[config.mk]
export PLATFORM = sky130hd
export DESIGN_NAME = salamander_loader_top
export DESIGN_NICKNAME = d
export VERILOG_FILES = /design/src/salamander_pkg.sv /design/src/salamander_loader_top.sv /design/src/control_panel.sv /design/src/bram_prog_writer.sv /design/src/sdram_prog_writer.sv /design/src/rom_download_router.sv
export VERILOG_INCLUDE_DIRS = /design/src
export SDC_FILE = /design/constraint.sdc
export NUM_CORES = 1
export LEC_CHECK = 0
export ABC_AREA = 1
export BUFFER_PORTS_ARGS = -buffer_cell sky130_fd_sc_hd__buf_2
export CELL_PAD_IN_SITES_DETAIL_PLACEMENT = 1
export CELL_PAD_IN_SITES_GLOBAL_PLACEMENT = 1
export CORE_ASPECT_RATIO = 2
export CORE_UTILIZATION = 31
export DETAILED_ROUTE_END_ITERATION = 10
export GPL_ROUTABILITY_DRIVEN = 0
export PLACE_DENSITY_LB_ADDON = 0.1
export SKIP_LAST_GASP = 1
export SLEW_MARGIN = 5
export SYNTH_ARGS = -nofsm -noshare
export SYNTH_HDL_FRONTEND = slang
export SYNTH_SLANG_ARGS = --single-unit
export TNS_END_PERCENT = 20
[constraint.sdc]
create_clock -name i_EMU_MCLK -period 3.6 [get_ports i_EMU_MCLK]
set_input_delay 0.18 -clock i_EMU_MCLK [delete_from_list [all_inputs] [get_ports i_EMU_MCLK]]
set_output_delay 0.18 -clock i_EMU_MCLK [all_outputs]
set_load 0.005 [all_outputs]
[src/salamander_consts.svh]
`ifndef SALAMANDER_CONSTS_SVH
`define SALAMANDER_CONSTS_SVH

//////////////////////////////////////////////////////////////
// download stream indices
//////////////////////////////////////////////////////////////

`define IOCTL_INDEX_ROM         16'd0       // rom image
`define IOCTL_INDEX_DIPSW       16'd254     // dip switch block

//////////////////////////////////////////////////////////////
// rom image regions
//////////////////////////////////////////////////////////////

// set above 0x8_0000, block ram program area
`define BRAM_REGION_BIT         19
`define BRAM_VLM_BIT            15          // 1 = vlm5030 commands

// program rom sits after the graphics data in bank 0
`define PROGROM_SDRAM_BASE      22'h02_0000

//////////////////////////////////////////////////////////////
// dip switches
//////////////////////////////////////////////////////////////

`define DIPSW3_ADDR             3'd2        // last dip byte, ends download
`define DIPSW1_DEFAULT          8'hFF
`define DIPSW2_DEFAULT          8'h42
`define DIPSW3_DEFAULT          4'hF

`endif
[src/salamander_pkg.sv]
package salamander_pkg;

    //////////////////////////////////////////////////////////
    // host download stream
    //////////////////////////////////////////////////////////

    typedef logic [15:0] ioctl_index_t;
    typedef logic [26:0] ioctl_addr_t;
    typedef logic [7:0]  byte_t;        // download data, dip bank
    typedef logic [15:0] joystick_t;
    typedef logic [3:0]  dipsw3_t;

    //////////////////////////////////////////////////////////
    // program write side
    //////////////////////////////////////////////////////////

    typedef logic [21:0] sdram_addr_t;  // word address in a bank
    typedef logic [15:0] sdram_word_t;
    typedef logic [1:0]  byte_mask_t;   // 01 = hi byte, 10 = lo byte
    typedef logic [1:0]  sdram_bank_t;
    typedef logic [15:0] bram_addr_t;

    typedef enum logic {
        SDRAM_WR_IDLE = 1'b0,
        SDRAM_WR_BUSY = 1'b1
    } sdram_wr_state_e;

endpackage

[src/salamander_loader_top.sv]
`timescale 1ns/1ps

module salamander_loader_top (
    input  wire                         i_EMU_MCLK,
    input  wire                         i_EMU_INITRST,

    // host download
    input  salamander_pkg::ioctl_index_t i_ioctl_index,
    input  salamander_pkg::ioctl_addr_t  i_ioctl_addr,
    input  salamander_pkg::byte_t        i_ioctl_data,
    input  wire                         i_ioctl_wr,
    output wire                         o_ioctl_wait,

    input  salamander_pkg::joystick_t    i_joystick0,
    input  salamander_pkg::joystick_t    i_joystick1,

    // sdram program port
    input  wire                         i_prog_sdram_ack,
    output wire                         o_prog_sdram_en,
    output wire                         o_prog_sdram_wr,
    output salamander_pkg::sdram_addr_t  o_prog_sdram_addr,
    output salamander_pkg::sdram_word_t  o_prog_sdram_din,
    output salamander_pkg::byte_mask_t   o_prog_sdram_mask,
    output salamander_pkg::sdram_bank_t  o_prog_sdram_ba,

    // bram program port
    output wire                         o_prog_bram_en,
    output wire                         o_prog_bram_wr,
    output salamander_pkg::bram_addr_t   o_prog_bram_addr,
    output salamander_pkg::byte_t        o_prog_bram_din,
    output wire                         o_prog_bram_sndrom_cs,
    output wire                         o_prog_bram_vlmrom_cs,

    // game board inputs
    output salamander_pkg::byte_t        o_dipsw1,
    output salamander_pkg::byte_t        o_dipsw2,
    output salamander_pkg::byte_t        o_in0,
    output salamander_pkg::byte_t        o_in1,
    output salamander_pkg::byte_t        o_in2,
    output wire                         o_rom_download_done
);

wire sdram_wr_stb;
wire bram_wr_stb;
wire dipsw_wr_stb;
wire sdram_busy;
wire rom_download_done;

assign o_prog_sdram_wr     = sdram_busy;
assign o_ioctl_wait        = sdram_busy;    // host stalls while a write is pending
assign o_rom_download_done = rom_download_done;

rom_download_router u_router (
    .i_EMU_MCLK             (i_EMU_MCLK             ),
    .i_EMU_INITRST          (i_EMU_INITRST          ),
    .i_ioctl_index          (i_ioctl_index          ),
    .i_ioctl_addr           (i_ioctl_addr           ),
    .i_ioctl_wr             (i_ioctl_wr             ),
    .i_rom_download_done    (rom_download_done      ),
    .o_sdram_wr_stb         (sdram_wr_stb           ),
    .o_bram_wr_stb          (bram_wr_stb            ),
    .o_dipsw_wr_stb         (dipsw_wr_stb           ),
    .o_prog_sdram_en        (o_prog_sdram_en        ),
    .o_prog_bram_en         (o_prog_bram_en         )
);

sdram_prog_writer u_sdram_writer (
    .i_EMU_MCLK             (i_EMU_MCLK             ),
    .i_EMU_INITRST          (i_EMU_INITRST          ),
    .i_sdram_wr_stb         (sdram_wr_stb           ),
    .i_ioctl_addr           (i_ioctl_addr           ),
    .i_ioctl_data           (i_ioctl_data           ),
    .i_prog_sdram_ack       (i_prog_sdram_ack       ),
    .o_prog_sdram_wr        (sdram_busy             ),
    .o_prog_sdram_addr      (o_prog_sdram_addr      ),
    .o_prog_sdram_din       (o_prog_sdram_din       ),
    .o_prog_sdram_mask      (o_prog_sdram_mask      ),
    .o_prog_sdram_ba        (o_prog_sdram_ba        )
);

bram_prog_writer u_bram_writer (
    .i_EMU_MCLK             (i_EMU_MCLK             ),
    .i_EMU_INITRST          (i_EMU_INITRST          ),
    .i_bram_wr_stb          (bram_wr_stb            ),
    .i_ioctl_addr           (i_ioctl_addr           ),
    .i_ioctl_data           (i_ioctl_data           ),
    .o_prog_bram_wr         (o_prog_bram_wr         ),
    .o_prog_bram_addr       (o_prog_bram_addr       ),
    .o_prog_bram_din        (o_prog_bram_din        ),
    .o_prog_bram_sndrom_cs  (o_prog_bram_sndrom_cs  ),
    .o_prog_bram_vlmrom_cs  (o_prog_bram_vlmrom_cs  )
);

control_panel u_panel (
    .i_EMU_MCLK             (i_EMU_MCLK             ),
    .i_EMU_INITRST          (i_EMU_INITRST          ),
    .i_dipsw_wr_stb         (dipsw_wr_stb           ),
    .i_ioctl_addr           (i_ioctl_addr           ),
    .i_ioctl_data           (i_ioctl_data           ),
    .i_joystick0            (i_joystick0            ),
    .i_joystick1            (i_joystick1            ),
    .o_dipsw1               (o_dipsw1               ),
    .o_dipsw2               (o_dipsw2               ),
    .o_in0                  (o_in0                  ),
    .o_in1                  (o_in1                  ),
    .o_in2                  (o_in2                  ),
    .o_rom_download_done    (rom_download_done      )
);

endmodule

[src/control_panel.sv]
`timescale 1ns/1ps
`include "salamander_consts.svh"

module control_panel (
    input  wire                         i_EMU_MCLK,
    input  wire                         i_EMU_INITRST,

    input  wire                         i_dipsw_wr_stb,
    input  salamander_pkg::ioctl_addr_t  i_ioctl_addr,
    input  salamander_pkg::byte_t        i_ioctl_data,

    input  salamander_pkg::joystick_t    i_joystick0,
    input  salamander_pkg::joystick_t    i_joystick1,

    output salamander_pkg::byte_t        o_dipsw1,
    output salamander_pkg::byte_t        o_dipsw2,
    output salamander_pkg::byte_t        o_in0,
    output salamander_pkg::byte_t        o_in1,
    output salamander_pkg::byte_t        o_in2,
    output logic                        o_rom_download_done
);

import salamander_pkg::*;

//////////////////////////////////////////////////////////////
// dip banks and download done
//////////////////////////////////////////////////////////////

dipsw3_t dipsw3;    // flip, test mode, cabinet

always_ff @(posedge i_EMU_MCLK) begin
    if (i_EMU_INITRST) begin
        o_dipsw1            <= `DIPSW1_DEFAULT;
        o_dipsw2            <= `DIPSW2_DEFAULT;
        dipsw3              <= `DIPSW3_DEFAULT;
        o_rom_download_done <= 1'b0;
    end
    else if (i_dipsw_wr_stb) begin
        case (i_ioctl_addr[2:0])
            3'd0: o_dipsw1 <= i_ioctl_data;
            3'd1: o_dipsw2 <= i_ioctl_data;
            `DIPSW3_ADDR: begin
                dipsw3              <= i_ioctl_data[3:0];
                o_rom_download_done <= 1'b1;   // sticky until reset
            end
            default: ;
        endcase
    end
end

//////////////////////////////////////////////////////////////
// input bytes, snes style pad layout
//////////////////////////////////////////////////////////////

// system: coins, service, starts, then dip3
assign o_in0 = {dipsw3[2:0],
                i_joystick1[6], i_joystick0[6], i_joystick0[4],
                i_joystick1[5], i_joystick0[5]};

// player 1: left right up down, three buttons
assign o_in1 = {dipsw3[3],
                i_joystick0[9], i_joystick0[8], i_joystick0[7],
                i_joystick0[2], i_joystick0[3], i_joystick0[0], i_joystick0[1]};

// player 2 takes btn 3 from pad 0, as on the original wiring
assign o_in2 = {1'b1,
                i_joystick0[9], i_joystick1[8], i_joystick1[7],
                i_joystick1[2], i_joystick1[3], i_joystick1[0], i_joystick1[1]};

endmodule

[src/bram_prog_writer.sv]
`timescale 1ns/1ps
`include "salamander_consts.svh"

module bram_prog_writer (
    input  wire                         i_EMU_MCLK,
    input  wire                         i_EMU_INITRST,

    input  wire                         i_bram_wr_stb,
    input  salamander_pkg::ioctl_addr_t  i_ioctl_addr,
    input  salamander_pkg::byte_t        i_ioctl_data,

    output logic                        o_prog_bram_wr,
    output salamander_pkg::bram_addr_t   o_prog_bram_addr,
    output salamander_pkg::byte_t        o_prog_bram_din,
    output logic                        o_prog_bram_sndrom_cs,
    output logic                        o_prog_bram_vlmrom_cs
);

// write pulse and chip selects
always_ff @(posedge i_EMU_MCLK) begin
    if (i_EMU_INITRST) begin
        o_prog_bram_wr        <= 1'b0;
        o_prog_bram_sndrom_cs <= 1'b0;
        o_prog_bram_vlmrom_cs <= 1'b0;
    end
    else begin
        o_prog_bram_wr <= i_bram_wr_stb;    // one cycle per byte
        if (i_bram_wr_stb) begin
            o_prog_bram_sndrom_cs <= ~i_ioctl_addr[`BRAM_VLM_BIT];
            o_prog_bram_vlmrom_cs <=  i_ioctl_addr[`BRAM_VLM_BIT];
        end
    end
end

// address and data, held until the next write
always_ff @(posedge i_EMU_MCLK) begin
    if (i_bram_wr_stb) begin
        o_prog_bram_addr <= i_ioctl_addr[15:0];
        o_prog_bram_din  <= i_ioctl_data;
    end
end

endmodule

[src/sdram_prog_writer.sv]
`timescale 1ns/1ps
`include "salamander_consts.svh"

module sdram_prog_writer (
    input  wire                         i_EMU_MCLK,
    input  wire                         i_EMU_INITRST,

    input  wire                         i_sdram_wr_stb,
    input  salamander_pkg::ioctl_addr_t  i_ioctl_addr,
    input  salamander_pkg::byte_t        i_ioctl_data,
    input  wire                         i_prog_sdram_ack,

    output logic                        o_prog_sdram_wr,    // also busy
    output salamander_pkg::sdram_addr_t  o_prog_sdram_addr,
    output salamander_pkg::sdram_word_t  o_prog_sdram_din,
    output salamander_pkg::byte_mask_t   o_prog_sdram_mask,
    output salamander_pkg::sdram_bank_t  o_prog_sdram_ba
);

import salamander_pkg::*;

//////////////////////////////////////////////////////////////
// rom address to sdram location
//////////////////////////////////////////////////////////////

sdram_bank_t map_ba;
sdram_addr_t map_addr;
byte_mask_t  map_mask;

// bit 19 never reaches here, the router sends it to bram
always_comb begin
    case (i_ioctl_addr[19:17])
        3'b010: begin   // pcm samples, little endian
            map_ba   = 2'd1;
            map_addr = {6'd0, i_ioctl_addr[16:1]};
            map_mask = i_ioctl_addr[0] ? 2'b01 : 2'b10;
        end
        3'b011: begin   // 68k program
            map_ba   = 2'd0;
            map_addr = `PROGROM_SDRAM_BASE + {6'd0, i_ioctl_addr[15:0]};
            map_mask = i_ioctl_addr[16] ? 2'b10 : 2'b01;
        end
        default: begin  // graphics, lo/hi halves interleaved
            map_ba   = 2'd0;
            map_addr = {5'd0, i_ioctl_addr[16:0]};
            map_mask = i_ioctl_addr[17] ? 2'b10 : 2'b01;
        end
    endcase
end

//////////////////////////////////////////////////////////////
// busy/ack handshake
//////////////////////////////////////////////////////////////

sdram_wr_state_e state;

always_ff @(posedge i_EMU_MCLK) begin
    if (i_EMU_INITRST) begin
        state <= SDRAM_WR_IDLE;
    end
    else begin
        case (state)
            SDRAM_WR_IDLE: if (i_sdram_wr_stb)   state <= SDRAM_WR_BUSY;
            SDRAM_WR_BUSY: if (i_prog_sdram_ack) state <= SDRAM_WR_IDLE;
            default:                             state <= SDRAM_WR_IDLE;
        endcase
    end
end

// request payload, only taken when idle
always_ff @(posedge i_EMU_MCLK) begin
    if (state == SDRAM_WR_IDLE && i_sdram_wr_stb) begin
        o_prog_sdram_ba   <= map_ba;
        o_prog_sdram_addr <= map_addr;
        o_prog_sdram_mask <= map_mask;
        o_prog_sdram_din  <= {i_ioctl_data, i_ioctl_data};
    end
end

assign o_prog_sdram_wr = (state == SDRAM_WR_BUSY);

endmodule

[src/rom_download_router.sv]
`timescale 1ns/1ps
`include "salamander_consts.svh"

module rom_download_router (
    input  wire                         i_EMU_MCLK,
    input  wire                         i_EMU_INITRST,

    input  salamander_pkg::ioctl_index_t i_ioctl_index,
    input  salamander_pkg::ioctl_addr_t  i_ioctl_addr,
    input  wire                         i_ioctl_wr,
    input  wire                         i_rom_download_done,

    output logic                        o_sdram_wr_stb,
    output logic                        o_bram_wr_stb,
    output logic                        o_dipsw_wr_stb,
    output logic                        o_prog_sdram_en,
    output logic                        o_prog_bram_en
);

//////////////////////////////////////////////////////////////
// byte classification
//////////////////////////////////////////////////////////////

logic rom_sel;
logic dip_sel;
logic bram_region;
logic live_wr;

assign rom_sel     = (i_ioctl_index == `IOCTL_INDEX_ROM);
assign dip_sel     = (i_ioctl_index == `IOCTL_INDEX_DIPSW);
assign bram_region = i_ioctl_addr[`BRAM_REGION_BIT];
assign live_wr     = i_ioctl_wr & ~i_rom_download_done;  // nothing lands after done

// one cycle strobes, one per target
assign o_sdram_wr_stb = live_wr & rom_sel & ~bram_region;
assign o_bram_wr_stb  = live_wr & rom_sel &  bram_region;
assign o_dipsw_wr_stb = live_wr & dip_sel;

//////////////////////////////////////////////////////////////
// target enables
//////////////////////////////////////////////////////////////

always_ff @(posedge i_EMU_MCLK) begin
    if (i_EMU_INITRST) begin
        o_prog_sdram_en <= 1'b0;
        o_prog_bram_en  <= 1'b0;
    end
    else if (i_rom_download_done) begin
        o_prog_sdram_en <= 1'b0;
        o_prog_bram_en  <= 1'b0;
    end
    else begin
        // follows the stream even without a write strobe
        o_prog_sdram_en <= rom_sel & ~bram_region;
        o_prog_bram_en  <= rom_sel &  bram_region;
    end
end

endmodule

== Word level (Yosys, flattened, before mapping) ==
Cells that the tools add are included.

* Flip-flop bits (word level): 93
* Input bits: 87
* Output and inout port bits: 114
* Logic and storage cells: 49

* Add/sub/neg operators: 1
* Eq/ne operators: 5
* Muxes and demuxes: 9
* Bitwise operators: 11
* Reduce and logical (&&, ||, !) cells: 7

{| class="wikitable"
|+ Operators by type and width
! operator !! count
|-
| 22-bit case mux with 2 select lines || 1
|-
| 18-bit by 16-bit adder with 19-bit output (first input constant) || 1
|-
| 16-bit by 8-bit == test with 1-bit output (second input constant) || 1
|-
| 16-bit logical NOT || 1
|-
| 3-bit by 2-bit == test with 1-bit output (second input constant) || 3
|-
| 1-bit AND || 7
|-
| 2-bit two-way mux || 3
|-
| 2-bit AND reduction || 3
|-
| 1-bit NOT || 4
|-
| 2-bit case mux with 2 select lines || 1
|-
| 3-bit by 1-bit == test with 1-bit output (second input constant) || 1
|-
| 3-bit logical NOT || 1
|-
| 1-bit two-way mux || 3
|-
| 1-bit case mux with 2 select lines || 1
|-
| 2-bit OR reduction || 1
|-
| 1-bit logical AND || 1
|}

== Logic depth before layout (Yosys ltp) ==
* Word-level depth: 6
* Gate-level depth with buffers: 9
* Mapped depth without buffers: 8

== Modules after synthesis ==
From an unflattened synthesis, not the netlist that was laid out.

* Cells, all modules: 322
* Area, all modules: 3331.9 µm²

{| class="wikitable"
|+ Modules (own cells, without submodules)
! module !! instances !! cells each !! area an instance (µm²) !! sequential area each (µm²)
|-
| sdram_prog_writer || 1 || 116 || 1308.8 || 890.9
|-
| control_panel || 1 || 135 || 1011.0 || 420.4
|-
| bram_prog_writer || 1 || 35 || 822.0 || 780.7
|-
| rom_download_router || 1 || 35 || 182.7 || 40.0
|-
| salamander_loader_top || 1 || 1 || 7.5 || 0.0
|}

== Least setup slack after synthesis ==
Ideal clock, no wire load.

* Path kind: in2reg
* Start point: input i_ioctl_index[7]
* End point: register u_sdram_writer.o_prog_sdram_addr[0], enable pin
* Data arrival time: 2.630 ns
* Data required time: 3.149 ns
* Path slack: 0.519 ns
* Stages on the path: 5
* Cells stage by stage: nor2_1 -> nand2_1 -> nor2_1 -> nand3_1 -> nor3_1

* Word-level cells in the longest chain between the ends: 4

{| class="wikitable"
|+ RTL lines
! item !! line !! source
|-
| from (decl) || salamander_loader_top.sv:8 || <nowiki>input salamander_pkg::ioctl_index_t i_ioctl_index,</nowiki>
|-
| 16-bit logical NOT (no line) || - ||
|-
| 1-bit AND (2 in series) || rom_download_router.sv:35 || <nowiki>assign o_sdram_wr_stb = live_wr & rom_sel & ~bram_region;</nowiki>
|-
| 1-bit logical AND || sdram_prog_writer.sv:72 || <nowiki>if (state == SDRAM_WR_IDLE && i_sdram_wr_stb) begin</nowiki>
|-
| to (signal assigned) || sdram_prog_writer.sv:74 || <nowiki>o_prog_sdram_addr <= map_addr;</nowiki>
|-
| to (decl) || sdram_prog_writer.sv:14 || <nowiki>output salamander_pkg::sdram_addr_t o_prog_sdram_addr,</nowiki>
|}

Every way passes these cells.
A chain may end at the register's enable or synchronous reset.

== Final worst setup path ==
* Start point: register u_panel.o_rom_download_done
* End point: register u_panel.o_dipsw1[1]

* Word-level cells in the longest chain between the ends: 4

{| class="wikitable"
|+ RTL lines
! item !! line !! source
|-
| from (decl) || control_panel.sv:20 || <nowiki>output logic o_rom_download_done</nowiki>
|-
| from (signal assigned) || control_panel.sv:36 || <nowiki>o_rom_download_done <= 1'b0;</nowiki>
|-
| from (signal assigned) || control_panel.sv:44 || <nowiki>o_rom_download_done <= 1'b1;</nowiki>
|-
| 1-bit NOT || rom_download_router.sv:32 || <nowiki>assign live_wr = i_ioctl_wr & ~i_rom_download_done;</nowiki>
|-
| 1-bit AND || rom_download_router.sv:32 ||
|-
| 1-bit AND || rom_download_router.sv:37 || <nowiki>assign o_dipsw_wr_stb = live_wr & dip_sel;</nowiki>
|-
| 2-bit AND reduction (no line) || - ||
|-
| to (signal assigned) || control_panel.sv:33 || <nowiki>o_dipsw1 <= `DIPSW1_DEFAULT;</nowiki>
|-
| to (signal assigned) || control_panel.sv:40 || <nowiki>3'd0: o_dipsw1 <= i_ioctl_data;</nowiki>
|-
| to (decl) || control_panel.sv:15 || <nowiki>output salamander_pkg::byte_t o_dipsw1,</nowiki>
|}

Every way passes these cells.

==> results by group <==
CTS
  • CTS buffer count: 9
  • Post-CTS Setup Bufs: 0
  • Root buf cell: clkbuf_16
  • CTS Sinks: 80
  • Number of H-tree levels: 3
  • CTS tree: built
  • Post-CTS Hold Buffers: 0
  • Worst-path clk slew: 0.06 ns
  • Max Root-Sink Buffers: 2
  • PostCTS Resize Cnt: 0
  • Worst skew pair latency: 0.33 ns

Final layout
  • Most frequent cells in the layout: buf_2, nand2_1, edfxtp_1, nand3_1
  • Synthesis-to-layout area growth: 26.9%
  • Share of layout cells above drive strength 1: 0.386
  • Ant diodes: 0
  • Final core utilization: 0.405
  • Nets@finish: 504
  • Commonest non-fill, non-tap cell in the layout: buf_2

Timing
  • Setup TNS: 0 ns
  • Clock Skews: 0.00547 ns
  • Fmax: 577 MHz
  • Slew HR: 0.535
  • Final period demand of the worst path: 1.73 ns
  • Number of setup violations in the final report: 0
  • RSZ-0062 raised after global routing: false
  • Max-slew violation count: 0
  • Fin crit share: 0.482
  • Final hold vios: 0
  • WHS: 0.0369 ns
  • Worst-Margin Slew: 0.693 ns

GRT
  • Vias in the first global route: 2534
  • First-pass GRT wire length: 12500 um
  • Total grt overflow: 0
  • Largest net degree at the start of global routing: 30
  • Global Route Usage Sum: 0.158
  • Initial antenna violation count: 0

Critical path
  • Crit end category: flip-flop
  • Startpoint Class: flip-flop
  • CP Depth: 7
  • Worst endpoint required time: 3.78 ns
  • Setup CP Type: flip-flop to flip-flop
  • Cells along the critical path: nor2_2, nand3b_1, nor2_2, and2_1, nand2_2, nand2_1, nand3_1
  • CP max stage cell: and2_1
  • Cell class contributing the biggest share of worst-path delay: simple AND/OR/NAND/NOR gates
  • Worst Path Max Fanout: 16
  • CP peak stage delay: 0.49 ns
  • Worst reg2reg path depth: 7
  • Data arrival, critical path: 1.92 ns
  • Critical path buffers and inverters: 0
  • Most frequent CP cell: nor2_2

Worst hold path
  • Hold Path Stages: 1
  • Worst min path class: primary input to flip-flop

Power
  • Switch Pwr: 398 uW
  • VDD IR max: 0.224 mV
  • Reg power frac: 0.503
  • Combinational cell fraction of total power: 0.040
  • LEAKAGE: 1.84 nW
  • Clock power frac: 0.457
  • Cell-internal power: 1.55 mW
  • Sw frac: 0.204
  • Power Dens Cells: 473 nW/um2

Route
  • Routed len/inst: 14.3 um
  • WL final: 7990 um
  • Antenna Nets Post-Route: 0
  • # DRC: 0
  • Drt pass-1 iters: 4
  • Via density: 4.40
  • 1st-iter DRT viols: 57
  • Via Count: 2449

Logic synthesis
  • Syn. warnings: 0
  • Post-synth top flop: edfxtp_1
  • Register bit total from synthesis: 80
  • Yosys cell types: 25
  • Number of flops mapped to enable cells by yosys: 53
  • Mapped cell area: 3240 um2
  • Async SR Flop Fraction: 0
  • Mean Syn Cell Area: 10.6 um2
  • Post-Syn Instances: 305
  • Register area share after synthesis: 0.657

Placement
  • Number of buffers added on ports: 136
  • Post-DP HPWL: 6220 um

Floorplanning
  • Die footprint: 10900 um2
  • FP Rows: 52
  • Core area: 10100 um2
  • Width of the chip: 74.3 um
  • Ports: 201
  • Starting Density: 0.320
  • Die height: 147 um

Run
  • MaxCap Viol Count: 0

Status
  • Status: complete, no violations
## final cells by class
cell class              count  area [um2]
well taps                 135         169
flip-flops and latches     80        2130
clock inverters             4        52.6
clock buffers              12         236
fillers                  1242        6040
multi-input cells         167         746
repair buffers            139         703
inverters                  20        75.1
## final timing paths
check                                   start                                end  slack (ns)
setup / recovery  u_panel.o_rom_download_done                u_panel.o_dipsw1[1]        1.87
hold reg to reg           u_panel.o_dipsw1[6]                u_panel.o_dipsw1[6]        0.45
setup reg to reg  u_panel.o_rom_download_done                u_panel.o_dipsw1[1]        1.87
hold / removal                i_ioctl_addr[3]  u_bram_writer.o_prog_bram_addr[3]        0.04
## worst reg2reg max path, cell delays in order (launching register included)
cell	delay [ns]
dfxtp_1	0.33
nor2_2	0.15
nand3b_1	0.10
nor2_2	0.11
and2_1	0.49
nand2_2	0.24
nand2_1	0.11
nand3_1	0.07
## metrics by stage
| stage | cells | cell area (um2) | power [mW] | worst slack [ns] |
|---|---|---|---|---|
| final | 557 | 4110 | 1.95 | 1.87 |
| after CTS | 557 | 4110 | 1.98 | 1.80 |
| after detailed placement | 541 | 3820 | 1.08 | 1.80 |
| after floorplan | 309 | 3260 | 1.05 | 0.519 |
| after global placement | 541 | 3820 | 1.08 | 1.82 |
| after global routing | 557 | 4110 | 2.03 | 1.62 |
## power groups by stage
stage | logic (mW) | registers [mW] | clock network (mW)
after global placement | 0.0777 | 0.998 | 0
after detailed placement | 0.0801 | 0.998 | 0
after CTS | 0.0805 | 0.979 | 0.921
after floorplan | 0.0517 | 0.999 | 0
after global routing | 0.0898 | 0.978 | 0.960
final | 0.0781 | 0.979 | 0.889
## cells in the mapped netlist, types with 2 or more instances
| cell type | instances | area share |
|---|---|---|
| nand2_1 | 69 | 0.080 |
| edfxtp_1 | 53 | 0.49 |
| buf_4 | 35 | 0.081 |
| nand3_1 | 34 | 0.052 |
| nor2_1 | 28 | 0.032 |
| dfxtp_1 | 27 | 0.17 |
| inv_1 | 19 | 0.022 |
| o21ai_0 | 10 | 0.015 |
| a21oi_1 | 4 | 0.0062 |
| buf_2 | 4 | 0.0062 |
| nor3_1 | 3 | 0.0046 |
| conb_1 | 2 | 0.0023 |
| nand2_2 | 2 | 0.0039 |
| nand4_1 | 2 | 0.0039 |
| nor2_2 | 2 | 0.0039 |
| nor3_2 | 2 | 0.0062 |
## registers in the layout, indices dropped and copies added, names as in the netlist, 2 cells and up
name	flops
u_bram_writer.o_prog_bram_addr	16
u_bram_writer.o_prog_bram_din	8
u_panel.dipsw3	4
u_panel.o_dipsw1	8
u_panel.o_dipsw2	8
u_sdram_writer.o_prog_sdram_addr	18
u_sdram_writer.o_prog_sdram_din	8
u_sdram_writer.o_prog_sdram_mask	2
## layer usage
metal  up-vias  routed length (um)  GRT usage  share of wire
met5         -                   0          0              0
met4         0                 125     0.0642          0.016
met3         9                 528     0.0469          0.066
met2        94                4530      0.293           0.57
met1      1156                2800      0.155           0.35
li1       1190                   -          -              -
## logic make-up after synthesis
logic type | Yosys count | synth area share
AOI/OAI and AO/OA | 15 | 0.0239
buffers and inverters | 62 | 0.120
DFF | 80 | 0.657
other | 2 | 0.00232
and+or+nand+nor | 146 | 0.197
(Power assumes the default switching activity.)
